===== src/logic/bus_pkg.sv =====
package bus_pkg;

  // one data word on every port and on the memory bus.
  typedef logic [31:0] word_t;

  // one enable bit per byte lane.
  typedef logic [3:0] byte_en_t;

  // byte address; the ram only looks at the word index bits.
  typedef logic [31:0] addr_t;

  // byte order of the memory bus as seen from the ports.
  typedef enum logic {
    BIG,
    LITTLE
  } endian_e;

  // instruction fetch request, read only.
  typedef struct packed {
    logic  ren;
    addr_t addr;
  } fetch_req_t;

  // data port request.
  typedef struct packed {
    logic     ren;
    logic     wen;
    addr_t    addr;
    word_t    wdata;
    byte_en_t byte_en;
  } data_req_t;

  // response to either port; busy low for one cycle marks completion.
  typedef struct packed {
    logic  busy;
    word_t rdata;
  } port_rsp_t;

  // memory bus request; req is a one-cycle strobe.
  typedef struct packed {
    logic     req;
    logic     wen;
    addr_t    addr;
    word_t    wdata;
    byte_en_t byte_en;
  } mem_req_t;

  // memory bus response.
  typedef struct packed {
    logic  busy;
    word_t rdata;
  } mem_rsp_t;

endpackage


===== src/logic/memory_controller.sv =====
`timescale 1ns/1ps

module memory_controller #(
  parameter bus_pkg::endian_e BUS_ENDIAN = bus_pkg::LITTLE
) (
  input  logic               CLK,
  input  logic               nRST,
  input  bus_pkg::fetch_req_t i_fetch,
  input  bus_pkg::data_req_t  i_data,
  output bus_pkg::port_rsp_t  o_fetch_rsp,
  output bus_pkg::port_rsp_t  o_data_rsp,
  output bus_pkg::mem_req_t   o_mem_req,
  input  bus_pkg::mem_rsp_t   i_mem_rsp
);

  // arbiter states; the req states issue the bus strobe.
  typedef enum logic [2:0] {
    IDLE,
    INSTR_REQ,
    INSTR_WAIT,
    DATA_REQ,
    DATA_WAIT
  } state_e;

  state_e state_q, state_d;

  // the port that does not own the bus has a request queued.
  logic pend_q, pend_d;

  logic data_req;
  logic fetch_req;
  logic mem_done;
  logic data_own;
  logic fetch_abort;

  bus_pkg::word_t bus_wdata;
  bus_pkg::word_t port_rdata;

  // reverse the four byte lanes of a word.
  function automatic bus_pkg::word_t swap_bytes(input bus_pkg::word_t w);
    swap_bytes = {w[7:0], w[15:8], w[23:16], w[31:24]};
  endfunction

  // any access on the data port.
  assign data_req  = i_data.ren | i_data.wen;
  assign fetch_req = i_fetch.ren;

  // ram signals the end of a transaction with busy low for one cycle.
  assign mem_done = ~i_mem_rsp.busy;

  // fetch was withdrawn before it reached the bus, e.g. pipeline flush.
  assign fetch_abort = (state_q == INSTR_REQ) & ~fetch_req;

  // data port drives the bus fields in its own states.
  assign data_own = (state_q == DATA_REQ) | (state_q == DATA_WAIT);

  always_ff @(posedge CLK, negedge nRST) begin
    if (!nRST) begin
      state_q <= IDLE;
      pend_q  <= 1'b0;
    end else begin
      state_q <= state_d;
      pend_q  <= pend_d;
    end
  end

  // next state.
  always_comb begin
    state_d = state_q;
    case (state_q)
      IDLE: begin
        // data wins when both ask in the same cycle.
        if (data_req) begin
          state_d = DATA_REQ;
        end else if (fetch_req) begin
          state_d = INSTR_REQ;
        end
      end
      INSTR_REQ: begin
        // an aborted fetch never touches the bus.
        if (fetch_abort) begin
          state_d = data_req ? DATA_REQ : IDLE;
        end else begin
          state_d = INSTR_WAIT;
        end
      end
      INSTR_WAIT: begin
        if (mem_done) begin
          state_d = (pend_q | data_req) ? DATA_REQ : IDLE;
        end
      end
      DATA_REQ: begin
        state_d = DATA_WAIT;
      end
      DATA_WAIT: begin
        // a dropped fetch is caught again in INSTR_REQ.
        if (mem_done) begin
          state_d = (pend_q | fetch_req) ? INSTR_REQ : IDLE;
        end
      end
      default: begin
        state_d = IDLE;
      end
    endcase
  end

  // pending follows the other port's request while one port owns the bus.
  // a withdrawn fetch clears it again.
  always_comb begin
    case (state_d)
      DATA_REQ, DATA_WAIT:   pend_d = fetch_req;
      INSTR_REQ, INSTR_WAIT: pend_d = data_req;
      default:               pend_d = 1'b0;
    endcase
  end

  // write data toward the bus, swapped for a little endian bus.
  assign bus_wdata = (BUS_ENDIAN == bus_pkg::LITTLE) ? swap_bytes(i_data.wdata)
                                                     : i_data.wdata;

  // read data toward both ports, same swap rule.
  assign port_rdata = (BUS_ENDIAN == bus_pkg::LITTLE) ? swap_bytes(i_mem_rsp.rdata)
                                                      : i_mem_rsp.rdata;

  // strobe for one cycle in a req state.
  assign o_mem_req.req     = (state_q == DATA_REQ) |
                             ((state_q == INSTR_REQ) & fetch_req);
  assign o_mem_req.wen     = data_own & i_data.wen;
  assign o_mem_req.addr    = data_own ? i_data.addr : i_fetch.addr;
  assign o_mem_req.wdata   = bus_wdata;
  // fetches read the whole word.
  assign o_mem_req.byte_en = data_own ? i_data.byte_en : 4'hf;

  // completion reaches the owning port in the same cycle.
  assign o_fetch_rsp.busy  = ~((state_q == INSTR_WAIT) & mem_done);
  assign o_fetch_rsp.rdata = port_rdata;
  assign o_data_rsp.busy   = ~((state_q == DATA_WAIT) & mem_done);
  assign o_data_rsp.rdata  = port_rdata;

endmodule


===== config.mk =====
export PLATFORM = sky130hd
export DESIGN_NAME = memory_controller
export DESIGN_NICKNAME = d
export VERILOG_FILES = /design/src/logic/bus_pkg.sv /design/src/logic/memory_controller.sv
export SDC_FILE = /design/constraint.sdc
export NUM_CORES = 1
export LEC_CHECK = 0
export ABC_AREA = 1
export BUFFER_PORTS_ARGS = -buffer_cell sky130_fd_sc_hd__buf_2
export CORE_AREA = 8 8 100 102
export CTS_BUF_LIST = sky130_fd_sc_hd__clkbuf_8
export CTS_CLUSTER_DIAMETER = 100
export DETAILED_ROUTE_END_ITERATION = 7
export DIE_AREA = 0 0 108 110
export SLEW_MARGIN = 20
export SYNTH_ARGS = -nofsm -noshare
export SYNTH_HDL_FRONTEND = slang
export SYNTH_SLANG_ARGS = --single-unit

===== constraint.sdc =====
create_clock -name CLK -period 1.5 [get_ports CLK]
set_clock_uncertainty 0.1 [all_clocks]
set_input_delay 0.3 -clock CLK [delete_from_list [all_inputs] [get_ports CLK]]
set_output_delay 0.3 -clock CLK [all_outputs]
set_load 0.05 [all_outputs]

---- Word-level counts from Yosys, hierarchy flattened ----
Index checks and enable logic that the tools add are counted.
operators by class
  eq/ne operators ......................... 8
  multiplexer cells ....................... 12
  bitwise logic cells ..................... 14
  reductions and logical operators ........ 3
operator list
  operator                                             count
  two-way mux 32 bit                                   1
  one-hot mux 3 bit (5 select lines)                   1
  equality test 3 x 2 -> 1 bit, second input constant  4
  two-way mux 3 bit                                    4
  equality test 3 x 1 -> 1 bit, second input constant  2
  equality test 3 bit, second input constant           2
  two-way mux 2 bit                                    3
  AND 1 bit                                            5
  OR 1 bit                                             5
  two-way mux 4 bit                                    1
  inverter 1 bit                                       4
  OR reduction 2 bit                                   2
  logical NOT 3 bit                                    1
  one-hot mux 1 bit (2 select lines)                   1
  two-way mux 1 bit                                    1
word-level totals
  register bits after elaboration ......... 4
  bits of input ports ..................... 138
  output and inout port bits .............. 136
  word-level logic and storage cells ...... 39

---- Logic depth before layout (Yosys ltp) ----
  depth after elaboration ................. 8
  mapped depth ............................ 11
  gate-level depth less buffers ........... 11

---- Worst setup path before layout ----
Ideal clock, no wire load.
  kind .................................... register to output
  start point ............................. register state_q[0]
  end point ............................... output port o_mem_req[68] in the netlist's numbering
  arrival ................................. 1.611 ns
  required time ........................... 1.100 ns
  slack ................................... -0.511 ns
  cell stages (with the launch flop) ...... 8
  buffers on the path ..................... 2
  cells stage by stage .................... dfrtp_1 > inv_2 > nand2_2 > nor2_2 > nor2_2 > buf_6 > buf_6 > nor2_1
RTL lines
  element                 RTL line                 RTL
  from (decl)             memory_controller.sv:25  state_e state_q, state_d;
  from (signal assigned)  memory_controller.sv:62  state_q <= state_d;
  to (decl)               memory_controller.sv:12  output bus_pkg::mem_req_t o_mem_req,

==> impl_summary.log <==
INFO  metric multiInputGateArea = 929.6 µm²
INFO  metric critical_path_required = 1100 ps
INFO  metric detailed_place.area = 1793 µm²
INFO  metric grt.total_usage = 7.857%
INFO  metric timing_max_transition_violations_final = 0
INFO  metric post_synth_instance_area = 1476 µm²
INFO  metric antenna_violating_nets_post_route = 0
INFO  metric ys_seq_elements = 4
INFO  metric finalWeightedCongestion = 0.8176
INFO  metric layout.cells.most_common = sky130_fd_sc_hd__buf_2
INFO  metric rsz0062_at_grt = yes
INFO  metric fmax = 0.5143 GHz
INFO  metric hold_path_end = pend_q$_DFF_PN0_
INFO  metric grt_overflow = 0
INFO  metric post-route-worst-setup-slack = -444.5 ps
INFO  metric ff2ff_setup_slack = 70 ps
INFO  metric start_util = 17.44%
INFO  metric synth_fp_nets = 394
INFO  metric run_status = finished with violations
INFO  metric seq_total_area_yosys = 6.780%
INFO  metric power.ir.vdd_worst = 0.6490 mV
INFO  metric syn2layout_area_growth = 57.29%
INFO  metric clk_root_buffer_cell = sky130_fd_sc_hd__clkbuf_8
INFO  metric regArea = 100.1 µm²
INFO  metric avgRoutedWirePerCell = 13.46 µm
INFO  metric power_density = 2971 nW/µm²
INFO  metric whs = 241.0 ps
INFO  metric timing.critical_path.buf_inv = 3
INFO  metric crit-reg2reg-launch = state_q[0]$_DFF_PN0_
INFO  metric cp-end-kind = output port
INFO  metric vias_per_cell = 3.833
INFO  metric clock_insertion_delay_worst_skew = 210 ps
INFO  metric critical_path.slowest_cell = sky130_fd_sc_hd__dfrtp_1
INFO  metric route.detailed.drc = 0
INFO  metric floorplan.rows = 34
INFO  metric violations = negative setup slack
INFO  metric finalSetupViolations = 39
INFO  metric start_kind = register
INFO  metric reg2regPathDepth = 11
INFO  metric vias = 1495
INFO  metric die_area = 11880 µm²
INFO  metric clock-sinks = 4
INFO  metric timing.slew.headroom = 83.88%
INFO  metric cp_num_cells = 8
INFO  metric num-nets-final = 422
INFO  metric crit_path_max_incr_delay = 390 ps
INFO  metric n_fill_cell = 906
INFO  metric crit-reg2reg-capture = pend_q$_DFF_PN0_
INFO  metric timing.max_cap.violations = 0
INFO  metric postSynthAreaPerCell = 5.767 µm²
INFO  metric clk_pin_slew_worst_paths = 30 ps
INFO  metric port-buffer-count = 113
INFO  metric clockBufferDepth = 2
INFO  metric antenna_found_initial = 0
INFO  metric worst_margin_slew = 240.9 ps
INFO  metric critPathMaxFanout = 18
INFO  metric post_route_cells_drive_above_1_share = 69.86%
INFO  metric final_cell_mix = 73 x sky130_fd_sc_hd__buf_2, 63 x sky130_fd_sc_hd__nand2_1, 36 x sky130_fd_sc_hd__buf_8
INFO  metric via_count_of_the_first_global_routing_pass = 1640
INFO  metric die_w = 108 µm
INFO  metric cts_buffers = 3
INFO  metric min-delay-path-class = input pin to register
INFO  metric ys_types = 13
INFO  metric hold_viol = 0
INFO  metric path_class = register to output port
INFO  metric tritoncts = built
INFO  metric pin_count = 274
INFO  metric vert_die_dim = 110 µm
INFO  metric drt_iter0_drc = 78
INFO  metric num_antenna_cells = 0
INFO  metric synth-warning-count = 0
INFO  metric worstPathCellList = nand2_2 > nor2_4 > nor2_4 > inv_2 > buf_12 > nand2_1 > nand2_4 > buf_8
INFO  metric route.final.wire_length = 5250 µm
INFO  metric hold_path_depth = 3
INFO  metric final_cell_area = 2322 µm²
INFO  metric fin_util = 27.43%
INFO  metric final.period_utilization = 129.6%
INFO  metric critical_path.top_delay_family = simple AND/OR/NAND/NOR gates
INFO  metric postSynthCellCount = 256
INFO  metric critical_path.most_common_cell = sky130_fd_sc_hd__nor2_4
INFO  metric fin_crit = 1944 ps
INFO  metric hp-start = i_fetch[32]
INFO  metric grt_pass1_wl = 7590 µm
INFO  metric cts_htree_levels = 1
INFO  metric pre_cts_setup_slack = -387.0 ps
INFO  metric worst_ep_arrival_time = 1540 ps
INFO  metric fp.coreArea = 8466 µm²
INFO  metric grt_start_max_net_pins = 22
INFO  metric drt_pre_antenna_iters = 4
INFO  metric power.static_leakage = 1.223 nW
INFO  metric dp.final_hpwl = 4308 µm
synthesized netlist by cell type (all sizes together):
| cell type | n | area [µm²] |
|---|---|---|
| a21oi | 2 | 10.01 |
| buf | 103 | 783.3 |
| dfrtp | 4 | 100.1 |
| inv | 10 | 37.53 |
| nand2 | 119 | 456.7 |
| nand3 | 5 | 25.02 |
| nor2 | 9 | 38.79 |
| or2 | 4 | 25.02 |
area by class of cell:
type	count	area share, %
clock buffers	3	1.778
inverters	10	1.616
multi-input cells	139	40.03
flip-flops and latches	4	4.310
well taps	108	5.819
repair buffers	126	46.44
routing by layer:
metal  track usage, %  share of wire (%)  vias to the layer above
li1                 -                  -                      717
met1            7.424                 32                      643
met2            13.43                 49                      104
met3            4.419                 16                       31
met4            4.163                3.3                        0
met5                0                  0                        -
worst max-delay path by stage:
stage | to | slack, ps | from
2_1_floorplan | o_mem_req[0] | -110 | state_q[2]$_DFF_PN0_
3_3_place_gp | o_mem_req[65] | -350 | state_q[2]$_DFF_PN0_
3_5_place_dp | o_mem_req[42] | -390 | state_q[2]$_DFF_PN0_
4_1_cts | o_mem_req[51] | -470 | state_q[2]$_DFF_PN0_
5_1_grt | o_mem_req[53] | -540 | state_q[0]$_DFF_PN0_
6_report | o_mem_req[45] | -440 | state_q[1]$_DFF_PN0_
timing repair:
action                                 4_1_cts  5_1_grt
pin swaps                                    1        4
resized for setup                          121       18
setup buffers                                2        0
endpoints found under the hold margin        4        0
setup endpoints to repair                   40       41
hold buffers                                 1        0
cloned                                       0        0
logic make-up (layout without fill, tap and decap cells):
kind of cell	Yosys count	after routing	synth area share, %
simple gates	137	137	36.95
buf+inv	113	139	55.59
flops	4	4	6.780
compound gates	2	2	0.6780
sequential cells by signal (all words and copies together) (netlist names):
register  flops
state_q       3
pend_q        1
worst reg2reg max path, delay by kind of cell (launching register included):
kind	cells	cell delay, ps
buf+inv	2	230
flops	1	380
simple gates	9	610
where the power goes:
part           leakage, nW  internal [W]  total (W)  switching, W
clock network       0.0216      0.000171   0.000222     0.0000512
logic                 1.15       0.00250    0.00647       0.00397
registers           0.0490      0.000169   0.000204     0.0000352
total                 1.22       0.00284    0.00690       0.00406
per-stage QoR:
| stage | setup TNS [ps] | power [W] | instances |
|---|---|---|---|
| finish | -15710 | 0.006899 | 390 |
| CTS | -16940 | 0.006761 | 390 |
| detailed placement | -13100 | 0.005132 | 384 |
| global placement | -11300 | 0.005066 | 384 |
| floorplan | -2524 | 0.004874 | 256 |
| global route | -19340 | 0.007264 | 390 |
(Power assumes the default switching activity.)
